==> src/riscv_isa_pkg.sv <==
package riscv_isa_pkg;

    localparam int XLEN       = 64;
    localparam int ILEN       = 32;
    localparam int NUM_REGS   = 32;
    localparam int REG_ADDR_W = 5;

    typedef logic [XLEN-1:0]       xlen_t;       // data and pc
    typedef logic [ILEN-1:0]       instr_word_t;
    typedef logic [REG_ADDR_W-1:0] reg_addr_t;
    typedef logic [6:0]            opcode_t;

    // major opcodes, kept subset only
    localparam opcode_t OP_LUI     = 7'b0110111;
    localparam opcode_t OP_AUIPC   = 7'b0010111;
    localparam opcode_t OP_JAL     = 7'b1101111;
    localparam opcode_t OP_JALR    = 7'b1100111;
    localparam opcode_t OP_ALU_I   = 7'b0010011;
    localparam opcode_t OP_ALU     = 7'b0110011;
    localparam opcode_t OP_ALU_I_W = 7'b0011011;
    localparam opcode_t OP_ALU_W   = 7'b0111011;

    // funct3, shared by reg and imm forms
    localparam logic [2:0] F3_ADD_SUB = 3'b000;
    localparam logic [2:0] F3_SLL     = 3'b001;
    localparam logic [2:0] F3_SLT     = 3'b010;
    localparam logic [2:0] F3_SLTU    = 3'b011;
    localparam logic [2:0] F3_XOR     = 3'b100;
    localparam logic [2:0] F3_SRL_SRA = 3'b101;
    localparam logic [2:0] F3_OR      = 3'b110;
    localparam logic [2:0] F3_AND     = 3'b111;

    localparam logic [6:0] F7_NORMAL  = 7'b0000000;
    localparam logic [6:0] F7_SUB_SRA = 7'b0100000;   // also srai

endpackage

==> src/core_pkg.sv <==
package core_pkg;

    typedef enum logic [3:0] {
        ADD,
        SUB,
        SLL,
        SLT,
        SLTU,
        XOR,
        SRL,
        SRA,
        OR,
        AND,
        JAL,
        JALR
    } alu_op_e;

    typedef enum logic [1:0] {
        NONE,
        ILLEGAL_INSTR,
        INSTR_ADDR_MISALIGNED
    } xcpt_cause_e;

    typedef struct packed {
        riscv_isa_pkg::xlen_t       pc;
        riscv_isa_pkg::instr_word_t inst;
    } fetch_instr_t;

    typedef struct packed {
        riscv_isa_pkg::xlen_t     pc;
        riscv_isa_pkg::reg_addr_t rs1;
        riscv_isa_pkg::reg_addr_t rs2;
        riscv_isa_pkg::reg_addr_t rd;
        riscv_isa_pkg::xlen_t     imm;
        alu_op_e                  op;
        logic                     use_imm;
        logic                     use_pc;
        logic                     op_32;      // word op, result sign-extended from bit 31
        logic                     regfile_we;
        xcpt_cause_e              xcpt_cause;
        riscv_isa_pkg::xlen_t     xcpt_origin;
    } decoded_instr_t;

    typedef struct packed {
        riscv_isa_pkg::xlen_t     pc;
        riscv_isa_pkg::reg_addr_t rd;
        logic                     regfile_we;
        riscv_isa_pkg::xlen_t     wdata;
        riscv_isa_pkg::xlen_t     next_pc;
        xcpt_cause_e              xcpt_cause;
        riscv_isa_pkg::xlen_t     xcpt_origin;
    } exec_result_t;

    // external retire record, same layout as exec_result_t
    typedef struct packed {
        riscv_isa_pkg::xlen_t     pc;
        riscv_isa_pkg::reg_addr_t rd;
        logic                     regfile_we;
        riscv_isa_pkg::xlen_t     wdata;
        riscv_isa_pkg::xlen_t     next_pc;
        xcpt_cause_e              xcpt_cause;
        riscv_isa_pkg::xlen_t     xcpt_origin;
    } retire_t;

    typedef struct packed {
        logic                     we;
        riscv_isa_pkg::reg_addr_t addr;
        riscv_isa_pkg::xlen_t     data;
    } rf_write_t;

endpackage

==> src/rv_decoder.sv <==
`timescale 1ns/100ps

module rv_decoder (
    input  core_pkg::fetch_instr_t   fetch_i,
    input  logic                     valid_i,
    output core_pkg::decoded_instr_t decoded_o
);

    import riscv_isa_pkg::*;
    import core_pkg::*;

    opcode_t    opcode;
    logic [2:0] funct3;
    logic [6:0] funct7;
    xlen_t      imm;
    xlen_t      jal_target;
    logic       illegal;
    logic       misaligned;

    rv_immediate u_rv_immediate (
        .instr_i (fetch_i.inst),
        .imm_o   (imm)
    );

    assign opcode     = fetch_i.inst[6:0];
    assign funct3     = fetch_i.inst[14:12];
    assign funct7     = fetch_i.inst[31:25];
    assign jal_target = fetch_i.pc + imm;

    always_comb begin
        illegal    = 1'b0;
        misaligned = 1'b0;

        decoded_o.pc         = fetch_i.pc;
        decoded_o.rs1        = fetch_i.inst[19:15];
        decoded_o.rs2        = fetch_i.inst[24:20];
        decoded_o.rd         = fetch_i.inst[11:7];
        decoded_o.imm        = imm;
        decoded_o.op         = ADD;
        decoded_o.use_imm    = 1'b0;
        decoded_o.use_pc     = 1'b0;
        decoded_o.op_32      = 1'b0;
        decoded_o.regfile_we = 1'b0;

        if (valid_i) begin
            decoded_o.regfile_we = 1'b1;    // every kept class writes rd
            decoded_o.use_imm    = (opcode != OP_ALU) && (opcode != OP_ALU_W);
            case (opcode)
                OP_LUI: begin
                    decoded_o.rs1 = '0;     // 0 | imm
                    decoded_o.op  = OR;
                end
                OP_AUIPC: begin
                    decoded_o.use_pc = 1'b1;
                end
                OP_JAL: begin
                    decoded_o.use_pc = 1'b1;
                    decoded_o.op     = JAL;
                    misaligned       = |jal_target[1:0];
                end
                OP_JALR: begin
                    decoded_o.op = JALR;
                    illegal      = (funct3 != 3'b000);
                end
                OP_ALU_I: begin
                    case (funct3)
                        F3_ADD_SUB: decoded_o.op = ADD;
                        F3_SLT:     decoded_o.op = SLT;
                        F3_SLTU:    decoded_o.op = SLTU;
                        F3_XOR:     decoded_o.op = XOR;
                        F3_OR:      decoded_o.op = OR;
                        F3_AND:     decoded_o.op = AND;
                        F3_SLL: begin
                            decoded_o.op = SLL;
                            illegal      = (funct7[6:1] != F7_NORMAL[6:1]);  // bit 25 is shamt[5]
                        end
                        default: begin  // srli / srai
                            if (funct7[6:1] == F7_SUB_SRA[6:1]) begin
                                decoded_o.op = SRA;
                            end else begin
                                decoded_o.op = SRL;
                                illegal      = (funct7[6:1] != F7_NORMAL[6:1]);
                            end
                        end
                    endcase
                end
                OP_ALU: begin
                    case ({funct7, funct3})
                        {F7_NORMAL, F3_ADD_SUB}:  decoded_o.op = ADD;
                        {F7_SUB_SRA, F3_ADD_SUB}: decoded_o.op = SUB;
                        {F7_NORMAL, F3_SLL}:      decoded_o.op = SLL;
                        {F7_NORMAL, F3_SLT}:      decoded_o.op = SLT;
                        {F7_NORMAL, F3_SLTU}:     decoded_o.op = SLTU;
                        {F7_NORMAL, F3_XOR}:      decoded_o.op = XOR;
                        {F7_NORMAL, F3_SRL_SRA}:  decoded_o.op = SRL;
                        {F7_SUB_SRA, F3_SRL_SRA}: decoded_o.op = SRA;
                        {F7_NORMAL, F3_OR}:       decoded_o.op = OR;
                        {F7_NORMAL, F3_AND}:      decoded_o.op = AND;
                        default:                  illegal = 1'b1;
                    endcase
                end
                OP_ALU_I_W: begin
                    decoded_o.op_32 = 1'b1;
                    case ({funct7, funct3}) inside
                        {7'b???????, F3_ADD_SUB}: decoded_o.op = ADD;
                        {F7_NORMAL, F3_SLL}:      decoded_o.op = SLL;
                        {F7_NORMAL, F3_SRL_SRA}:  decoded_o.op = SRL;
                        {F7_SUB_SRA, F3_SRL_SRA}: decoded_o.op = SRA;
                        default:                  illegal = 1'b1;
                    endcase
                end
                OP_ALU_W: begin
                    decoded_o.op_32 = 1'b1;
                    case ({funct7, funct3})
                        {F7_NORMAL, F3_ADD_SUB}:  decoded_o.op = ADD;
                        {F7_SUB_SRA, F3_ADD_SUB}: decoded_o.op = SUB;
                        {F7_NORMAL, F3_SLL}:      decoded_o.op = SLL;
                        {F7_NORMAL, F3_SRL_SRA}:  decoded_o.op = SRL;
                        {F7_SUB_SRA, F3_SRL_SRA}: decoded_o.op = SRA;
                        default:                  illegal = 1'b1;
                    endcase
                end
                default: illegal = 1'b1;
            endcase
        end

        // misaligned jal wins, origin is the bad target
        decoded_o.xcpt_cause  = NONE;
        decoded_o.xcpt_origin = '0;
        if (misaligned) begin
            decoded_o.xcpt_cause  = INSTR_ADDR_MISALIGNED;
            decoded_o.xcpt_origin = jal_target;
            decoded_o.regfile_we  = 1'b0;
        end else if (illegal) begin
            decoded_o.xcpt_cause = ILLEGAL_INSTR;
            decoded_o.regfile_we = 1'b0;
        end
    end

endmodule

==> src/rv_immediate.sv <==
`timescale 1ns/100ps

module rv_immediate (
    input  riscv_isa_pkg::instr_word_t instr_i,
    output riscv_isa_pkg::xlen_t       imm_o
);

    import riscv_isa_pkg::*;

    opcode_t opcode;

    assign opcode = instr_i[6:0];

    always_comb begin
        case (opcode)
            OP_LUI, OP_AUIPC: begin
                // upper 20 bits, low 12 zero
                imm_o = {{32{instr_i[31]}}, instr_i[31:12], 12'b0};
            end
            OP_JAL: begin
                imm_o = {{44{instr_i[31]}},
                         instr_i[19:12],
                         instr_i[20],
                         instr_i[30:21],
                         1'b0};            // J-type, always even
            end
            default: begin
                // I-type covers jalr and all alu imm forms
                imm_o = {{52{instr_i[31]}}, instr_i[31:20]};
            end
        endcase
    end

endmodule

==> config.mk <==
export PLATFORM = sky130hd
export DESIGN_NAME = rv_decoder
export DESIGN_NICKNAME = d
export VERILOG_FILES = /design/src/riscv_isa_pkg.sv /design/src/core_pkg.sv /design/src/rv_decoder.sv /design/src/rv_immediate.sv
export SDC_FILE = /design/constraint.sdc
export NUM_CORES = 1
export LEC_CHECK = 0
export BUFFER_PORTS_ARGS = -buffer_cell sky130_fd_sc_hd__buf_2
export CAP_MARGIN = 20
export CORE_AREA = 2 2 123 125
export DETAILED_ROUTE_END_ITERATION = 10
export DIE_AREA = 0 0 125 127
export GPL_TIMING_DRIVEN = 0
export MAX_ROUTING_LAYER = met4
export PLACE_DENSITY = 0.69
export SLEW_MARGIN = 20
export SYNTH_ARGS = -nofsm -noshare
export SYNTH_HDL_FRONTEND = slang
export SYNTH_SLANG_ARGS = --single-unit
==> constraint.sdc <==
create_clock -name vclk -period 3.9
set_input_delay 0 -clock vclk [all_inputs]
set_output_delay 0 -clock vclk [all_outputs]
set_load 0.02 [all_outputs]
==> results of run 1 <==
-- metrics by stage --
step | instances | setup WS (ps)
after floorplan | 856 | 4.10
after global placement | 1345 | -806
after detailed placement | 1345 | -752
after CTS | 1351 | 2.86
after global routing | 1359 | -38.4
final | 1359 | 110
-- critical path: stages --
cell and delay (ps):
buf_2 170, nand2_4 90, nor3_4 50, and2_4 190, or2_4 280, nor2_4 100
ha_2 200, inv_1 50, fa_1 360, and2b_1 240, o211ai_1 180, a31oi_2 330
a21oi_2 130, o31a_1 400, o21ai_4 240, buf_4 140, and3_1 140, nor3_1 50
xor2_1 140, nor2_1 120, buf_4 160
-- power breakdown --
| part | internal (mW) | switching [mW] |
|---|---|---|
| clock | 0 | 0 |
| combinational | 0.508 | 0.704 |
| sequential | 0 | 0 |
| total | 0.508 | 0.704 |
-- final timing paths --
check / to / cells after the start / slack, ps
max: decoded_o[56] / 21 / 110
min: decoded_o[139] / 2 / 220
-- timing repair --
item,in CTS,in global routing
endpoints found under the setup margin,37,25
resized for setup,37,47
pin swaps,13,24
cloned,0,0
setup buffers,8,9
-- synth_stat cells, drive strengths merged (2+ instances only) --
library cell  count
a211oi            5
a21boi            4
a21o             51
a21oi            85
a221oi            4
a311oi            2
a31oi            11
and2             21
and3              8
and4              3
buf             111
clkbuf           38
ha               72
inv              17
mux2              2
nand2            65
nand2b            7
nand3             9
nand3b            2
nand4            19
nor2            112
nor2b            11
nor3             22
nor4              4
o211ai            7
o21a             11
o21ai            47
o21bai           12
o221ai            3
o31a              2
o31ai             4
o41ai             2
or2               2
or3               3
or3b              2
or4               3
xnor2            32
xor2             29
-- cell usage in the layout (no fill, tap or decap), drive strengths merged, types with 2 or more instances in the layout --
master,n
o211ai,7
nand4,19
and2,21
nand2b,7
a31oi,11
a21oi,85
nand3b,2
a21boi,4
nand2,65
o31ai,4
xor2,29
nand3,9
buf,435
o21bai,12
clkbuf,33
xnor2,32
o21ai,47
or4,3
inv,17
mux2,2
a221oi,4
or2,2
o21a,11
a21o,51
a211oi,5
ha,72
nor2b,11
and4,3
or3,3
a311oi,2
and3,8
nor3,22
or3b,2
o31a,2
nor4,4
nor2,112
o41ai,2
o221ai,3
-- final cells by class --
type	instances	share of cell area, %
Timing Repair Buffer	322	21.2
Buffer	146	12.2
Inverter	17	0.808
Tap cell	184	2.92
Multi-Input combinational cell	690	62.9
-- routing by layer --
layer | vias up | wire length [um] | GRT usage, %
li1 | 3589 | - | -
met1 | 3272 | 9660 | 34.3
met2 | 317 | 9560 | 38.7
met3 | 38 | 1500 | 1.97
met4 | 0 | 544 | 5.16
met5 | - | 0 | -
-- logic make-up after synthesis --
| logic type | Yosys count | share of synthesized area (%) |
|---|---|---|
| and+or+nand+nor | 295 | 24.8 |
| AOI/OAI and AO/OA | 258 | 30.2 |
| buffers and inverters | 166 | 18.4 |
| adders and majority gates | 73 | 16.4 |
| xor gates and xnor gates | 61 | 9.53 |
| muxes | 3 | 0.647 |
==> results.json, run 1 <==
{
  "track_usage_pct": 24.5,
  "yosysTopAreaCell": "ha_1",
  "nets": 1347,
  "synth.avg_cell_area_sq_um": 6.55,
  "fmaxAchievable_ghz": 0.264,
  "outcome": "finished clean",
  "wl_per_cell_um": 15.6,
  "io_pins": 314,
  "power.density_cell_area_nw_per_um2": 154,
  "dpl_cell_area_sq_um": 7370,
  "vias": 7216,
  "maxSlewViolCount": 0,
  "via_per_inst": 5.31,
  "place.gp.congestion": 0.924,
  "synth_cells": 856,
  "timing.slew.headroom_pct": 44.9,
  "die_x_um": 125,
  "synthesis.nets": 1026,
  "start_kind": "primary input",
  "die_area_sq_um": 15900,
  "die_y_um": 127,
  "peakVddDrop_uv": 67.0,
  "tightestPinTransition_ps": 820,
  "rows": 44,
  "seqCellArea_sq_um": 0,
  "dpl.hpwl_um": 17500,
  "setup_viol": 0,
  "clockBufferCount": 0,
  "grt_start_max_net_pins": 69,
  "seq_area_frac_synth_pct": 0,
  "multiInputGateArea_sq_um": 4970,
  "grt_antenna_before_repair": 0,
  "seq_cells": 0,
  "start_util_pct": 38.9,
  "port-buffer-count": 305,
  "startpoint": "fetch_i[5]",
  "grt_overflow_total": 0,
  "drt-initial-drc-count": 522,
  "tns_ps": 0,
  "drt_pass1_iterations": 5,
  "period_minus_slack_ps": 3790,
  "fin_total_pwr_mw": 1.21,
  "timing.final.hold_violations": 0,
  "yosysWarningCount": 0,
  "worst_hold_path_type": "primary input to output port",
  "crit_fanout": 10,
  "min-delay-start": "fetch_i[8]",
  "nFillCells": 1458,
  "hold_slack_ps": 216,
  "final_cell_area_sq_um": 7890,
  "criticalPathCategory": "primary input to output port",
  "syn-cell-area_sq_um": 5600,
  "drt-total-wl_um": 21300,
  "required_ps": 3900,
  "endpoint_kind": "output port",
  "antennaDiodeCount": 0,
  "drcViolationCount": 0,
  "p_leak_nw": 4.13,
  "grt_pass1_vias": 6310,
  "synthToLayoutAreaGrowth_pct": 40.8,
  "grt_pass1_wl_um": 32000,
  "crit_arrival_ps": 3790,
  "hold_buffers": 0,
  "fin_crit_sh_pct": 97.2,
  "fin_util_pct": 54.7,
  "ant_nets": 0,
  "synth_area_leaders": "ha_1 (16%), buf_4 (14%), a21oi_1 (7.6%)",
  "drive_above_1_share_pct": 42.3,
  "core_area_sq_um": 14400,
  "synth_top_area_share_pct": 16.1,
  "maxCapViolCount": 0,
  "ys_types": 62
}
Power figures use the tool's default switching activity.
==> inputs of run 2 (changes only) <==
--- a/config.mk
+++ b/config.mk
@@ -7,5 +7,4 @@
 export LEC_CHECK = 0
 export BUFFER_PORTS_ARGS = -buffer_cell sky130_fd_sc_hd__buf_2
-export CAP_MARGIN = 20
 export CORE_AREA = 2 2 123 125
 export DETAILED_ROUTE_END_ITERATION = 10
==> constraint.sdc (replaced) <==
create_clock -name vclk -period 3.9
set_input_delay 1.17 -clock vclk [all_inputs]
set_output_delay 1.17 -clock vclk [all_outputs]
set_load 0.02 [all_outputs]
==> run 2 against run 1 <==
Compared with the run above: utilization rose by 16 points; clock-buffer cell count did not move; the run now ends with setup timing left; critical path type unchanged; combinational power rose by 30%.
==> results.json, run 2 (same netlist as run 1, synthesis figures left out) <==
{
  "drive_above_1_share_pct": 60.9,
  "nFillCells": 1136,
  "timing.final.hold_violations": 0,
  "drt_pass1_iterations": 5,
  "layout_commonest_cell": "buf_2",
  "synthToLayoutAreaGrowth_pct": 83.0,
  "port-buffer-count": 305,
  "hold_slack_ps": 2560,
  "core_area_sq_um": 14400,
  "grt_pass1_wl_um": 36100,
  "criticalPathCategory": "primary input to output port",
  "grt_start_max_net_pins": 69,
  "start_util_pct": 38.9,
  "power.density_cell_area_nw_per_um2": 153,
  "multiInputGateArea_sq_um": 6040,
  "crit_fanout": 8,
  "drcViolationCount": 0,
  "peakVddDrop_uv": 75.1,
  "fin_cells": 1435,
  "setup_viol": 72,
  "vias": 7711,
  "final_cell_mix": "buf_2 (240), buf_4 (168), buf_6 (89)",
  "grt_overflow_total": 0,
  "place.gp.congestion": 0.923,
  "hold_end": "decoded_o[142]",
  "tightestPinTransition_ps": 1140,
  "final_cell_area_sq_um": 10300,
  "worst_slack_ps": -2150,
  "outcome": "complete, but fails checks",
  "max_stage_delay_ps": 430,
  "die_y_um": 127,
  "timing.slew.headroom_pct": 23.4,
  "worstPathCellList": "buf_8, nand2b_4, or3_4, and2_4, nor2b_4, a21o_4, ha_4, buf_6, and2_4, a22oi_2, o41a_1, o21ai_4, a311oi_4, nor2_4, a21o_1, a21oi_2, mux2_4, buf_6",
  "hold_buffers": 0,
  "io_pins": 314,
  "die_x_um": 125,
  "crit_arrival_ps": 4880,
  "start_kind": "primary input",
  "min-delay-start": "fetch_i[11]",
  "track_usage_pct": 27.6,
  "grt_pass1_vias": 7160,
  "min_path_cells": 2,
  "ant_nets": 0,
  "die_area_sq_um": 15900,
  "fin_crit_sh_pct": 155,
  "via_per_inst": 5.37,
  "grt_antenna_before_repair": 1,
  "nets": 1422,
  "seqCellArea_sq_um": 0,
  "maxSlewViolCount": 0,
  "post-place-ws_ps": -2660,
  "dpl_cell_area_sq_um": 7930,
  "clockBufferCount": 0,
  "maxCapViolCount": 0,
  "endpoint_kind": "output port",
  "worst_hold_path_type": "primary input to output port",
  "drt-total-wl_um": 24500,
  "rsz0062_at_grt": "yes",
  "period_minus_slack_ps": 6050,
  "dpl.hpwl_um": 17800,
  "dpl.cell_count": 1345,
  "worst_path_max_delay_cell": "a311oi_4",
  "rows": 44,
  "violations": "setup timing",
  "p_leak_nw": 4.85,
  "seq_cells": 0,
  "drt-initial-drc-count": 544,
  "wl_per_cell_um": 17.1,
  "fin_total_pwr_mw": 1.57,
  "fmaxAchievable_ghz": 0.165,
  "required_ps": 2730
}
## run 2: worst max-delay path, delay by kind of cell
kind / cells / cell delay (ps)
mux: 1 / 320
simple gates: 6 / 1170
compound gates: 7 / 1610
buf+inv: 3 / 360
fa+ha+maj: 1 / 230
## run 2: report_power, final
group | leakage, nW | total [mW] | switching [mW] | internal, mW
Sequential | 0 | 0 | 0 | 0
Combinational | 4.85 | 1.57 | 0.868 | 0.704
Clock | 0.00000634 | 0.0000000343 | 0 | 0.0000000343
Total | 4.85 | 1.57 | 0.868 | 0.704
## run 2: how the worst max path moves through the flow
stage                           start  slack, ps             to  depth (start not counted)
after global routing       fetch_i[6]      -2220  decoded_o[55]                         20
final                      fetch_i[6]      -2150  decoded_o[55]                         18
after floorplan            fetch_i[5]      -1850  decoded_o[62]                         20
after global placement    fetch_i[31]      -2930  decoded_o[55]                         18
after CTS                  fetch_i[6]      -2110  decoded_o[51]                         18
after detailed placement   fetch_i[6]      -2660  decoded_o[55]                         17
## run 2: what timing repair did
item / CTS / global route
gates cloned: 1 / 1
buffers inserted: 62 / 32
setup endpoints to repair: 94 / 73
resized for setup: 262 / 98
pin swaps: 73 / 67
## run 2: area by class of cell
class | instances | share of cell area (%)
Antenna cell | 1 | 0.0244
Buffer | 146 | 10.4
Inverter | 17 | 0.647
Multi-Input combinational cell | 690 | 59.0
Tap cell | 184 | 2.25
Timing Repair Buffer | 397 | 27.8
## run 2: routing by layer
metal	global-route usage, %	routed length, um
met4	7.91	714
met5	-	0
met1	33.1	9670
met2	49.5	12600
met3	2.68	1570
## run 2: stage by stage
step | utilization [%] | setup TNS (ps)
2_1_floorplan | - | -85340
3_3_place_gp | 54.9 | -148120
3_5_place_dp | 55.0 | -133150
4_1_cts | 66.6 | -104730
5_1_grt | 71.1 | -114630
6_report | 71.1 | -107990
==> inputs of run 3 (changes only) <==
Settings changed: RECOVER_POWER set to 50.
==> run 3 against run 2 <==
Compared with the run above: utilization decreased by 0.62 points; non-clock buffer count unchanged; via count increased by 0.25%; critical endpoint unchanged; die area unchanged; sequential share of layout area unchanged; the run still ends with setup timing left; critical path depth unchanged; highest routed layer unchanged; maximum frequency decreased by 0.25%; setup slack got worse by 15 ps; clock-buffer cell count unchanged; worst hold slack improved by 42 ps; final cell count unchanged.
==> results.json, run 3 (same netlist as run 1, synthesis figures left out) <==
{
  "outcome": "complete, but fails checks",
  "violations": "setup timing",
  "fin_total_pwr_mw": 1.56,
  "timing.slew.headroom_pct": 26.6,
  "via_per_inst": 5.39,
  "worst_hold_path_type": "primary input to output port",
  "maxSlewViolCount": 0,
  "grt_antenna_before_repair": 1,
  "worst_path_max_delay_cell": "a311oi_4",
  "port-buffer-count": 305,
  "hold_buffers": 0,
  "io_pins": 314,
  "drt-initial-drc-count": 473,
  "crit_arrival_ps": 4900,
  "rows": 44,
  "dpl.hpwl_um": 17800,
  "swShare_pct": 55.6,
  "timing.final.hold_violations": 0,
  "start_kind": "primary input",
  "seqCellArea_sq_um": 0,
  "power.density_cell_area_nw_per_um2": 154,
  "drcViolationCount": 0,
  "die_y_um": 127,
  "setup_viol": 72,
  "crit_path_frequent_cell": "a21oi_2",
  "hold_slack_ps": 2600,
  "core_area_sq_um": 14400,
  "fin_crit_sh_pct": 156,
  "seqPwrFrac_pct": 0,
  "max_stage_delay_ps": 430,
  "min_path_cells": 2,
  "grt_overflow_total": 0,
  "grt_pass1_wl_um": 36100,
  "internal_power_mw": 0.693,
  "p_comb_share_pct": 100.0,
  "nets": 1422,
  "drt-total-wl_um": 24600,
  "rsz0062_at_grt": "yes",
  "synthToLayoutAreaGrowth_pct": 81.4,
  "die_x_um": 125,
  "tightestPinTransition_ps": 1090,
  "period_minus_slack_ps": 6070,
  "grt_pass1_vias": 7160,
  "worstPathCellList": "buf_8, nand2b_4, or3_4, and2_4, nor2b_4, a21o_4, ha_4, a21oi_2, o21ai_1, a21oi_2, o41a_1, o21ai_4, a311oi_4, nor2_4, a21o_1, a21oi_2, mux2_4, buf_6",
  "peakVddDrop_uv": 74.7,
  "maxCapViolCount": 0,
  "drive_above_1_share_pct": 55.1,
  "place.gp.congestion": 0.923,
  "endpoint_kind": "output port",
  "hold_end": "decoded_o[142]",
  "final_cell_mix": "buf_2 (168), buf_4 (168), clkbuf_1 (100)",
  "start_util_pct": 38.9,
  "fmaxAchievable_ghz": 0.165,
  "worst_slack_ps": -2170,
  "drt_pass1_iterations": 5,
  "switching_power_mw": 0.870,
  "die_area_sq_um": 15900,
  "ant_nets": 0,
  "min-delay-start": "fetch_i[11]",
  "track_usage_pct": 27.6,
  "required_ps": 2730,
  "vias": 7730,
  "p_leak_nw": 4.65,
  "clockBufferCount": 0,
  "power_frac_clock_pct": 0,
  "criticalPathCategory": "primary input to output port",
  "grt_start_max_net_pins": 69,
  "crit_fanout": 8,
  "wl_per_cell_um": 17.1,
  "seq_cells": 0
}
## run 3: metrics by stage
stage / util [%] / cell area, sq um / TNS (ps) / std cells / setup WS [ps]
finish: 70.5 / 10200 / -108530 / 1435 / -2170
CTS: 66.6 / 9610 / -104730 / 1405 / -2110
global placement: 54.9 / 7920 / -148120 / 1345 / -2930
global route: 70.5 / 10200 / -114630 / 1435 / -2220
detailed placement: 55.0 / 7930 / -133150 / 1345 / -2660
floorplan: - / 6170 / -85340 / 856 / -1850
## run 3: critical path: cells and delay by family
kind            cells  cell delay (ps)
buf+inv             2              230
mux                 1              320
compound gates      9             1890
fa+ha+maj           1              260
simple gates        5             1020
## run 3: area by class of cell
cell class,instances,area [sq um]
buffer,146,1060
tap,184,230
timing repair buffer,397,2760
inverter,17,66.3
antenna,1,2.50
fill,1182,4260
multi-input combinational,690,6040
## run 3: layer usage
| metal | vias up | routed length, um | GRT usage, % |
|---|---|---|---|
| met1 | 3591 | 9590 | 33.1 |
| met5 | - | 0 | - |
| li1 | 3720 | - | - |
| met3 | 49 | 1690 | 2.68 |
| met2 | 370 | 12500 | 49.5 |
| met4 | 0 | 723 | 7.91 |
## run 3: timing repair
item	CTS	global route
hold endpoints to repair	0	0
setup endpoints to repair	94	73
cloned	1	1
gates resized for setup	262	98
setup buffers	62	32
pin swaps	73	67
## run 3: worst max-delay path by stage
stage | startpoint | slack, ps | to | cells past startpoint
final | fetch_i[6] | -2170 | decoded_o[55] | 18
after global routing | fetch_i[6] | -2220 | decoded_o[55] | 20
after CTS | fetch_i[6] | -2110 | decoded_o[51] | 18
after detailed placement | fetch_i[6] | -2660 | decoded_o[55] | 17
after global placement | fetch_i[31] | -2930 | decoded_o[55] | 18
after floorplan | fetch_i[5] | -1850 | decoded_o[62] | 20
## run 3: power by group through the flow
stage | Combinational (mW) | Sequential [mW] | Clock [mW]
5_1_grt | 1.67 | 0 | 0.0000000343
3_3_place_gp | 1.18 | 0 | 0
6_report | 1.56 | 0 | 0.0000000343
4_1_cts | 1.43 | 0 | 0
2_1_floorplan | 0.866 | 0 | 0
3_5_place_dp | 1.18 | 0 | 0
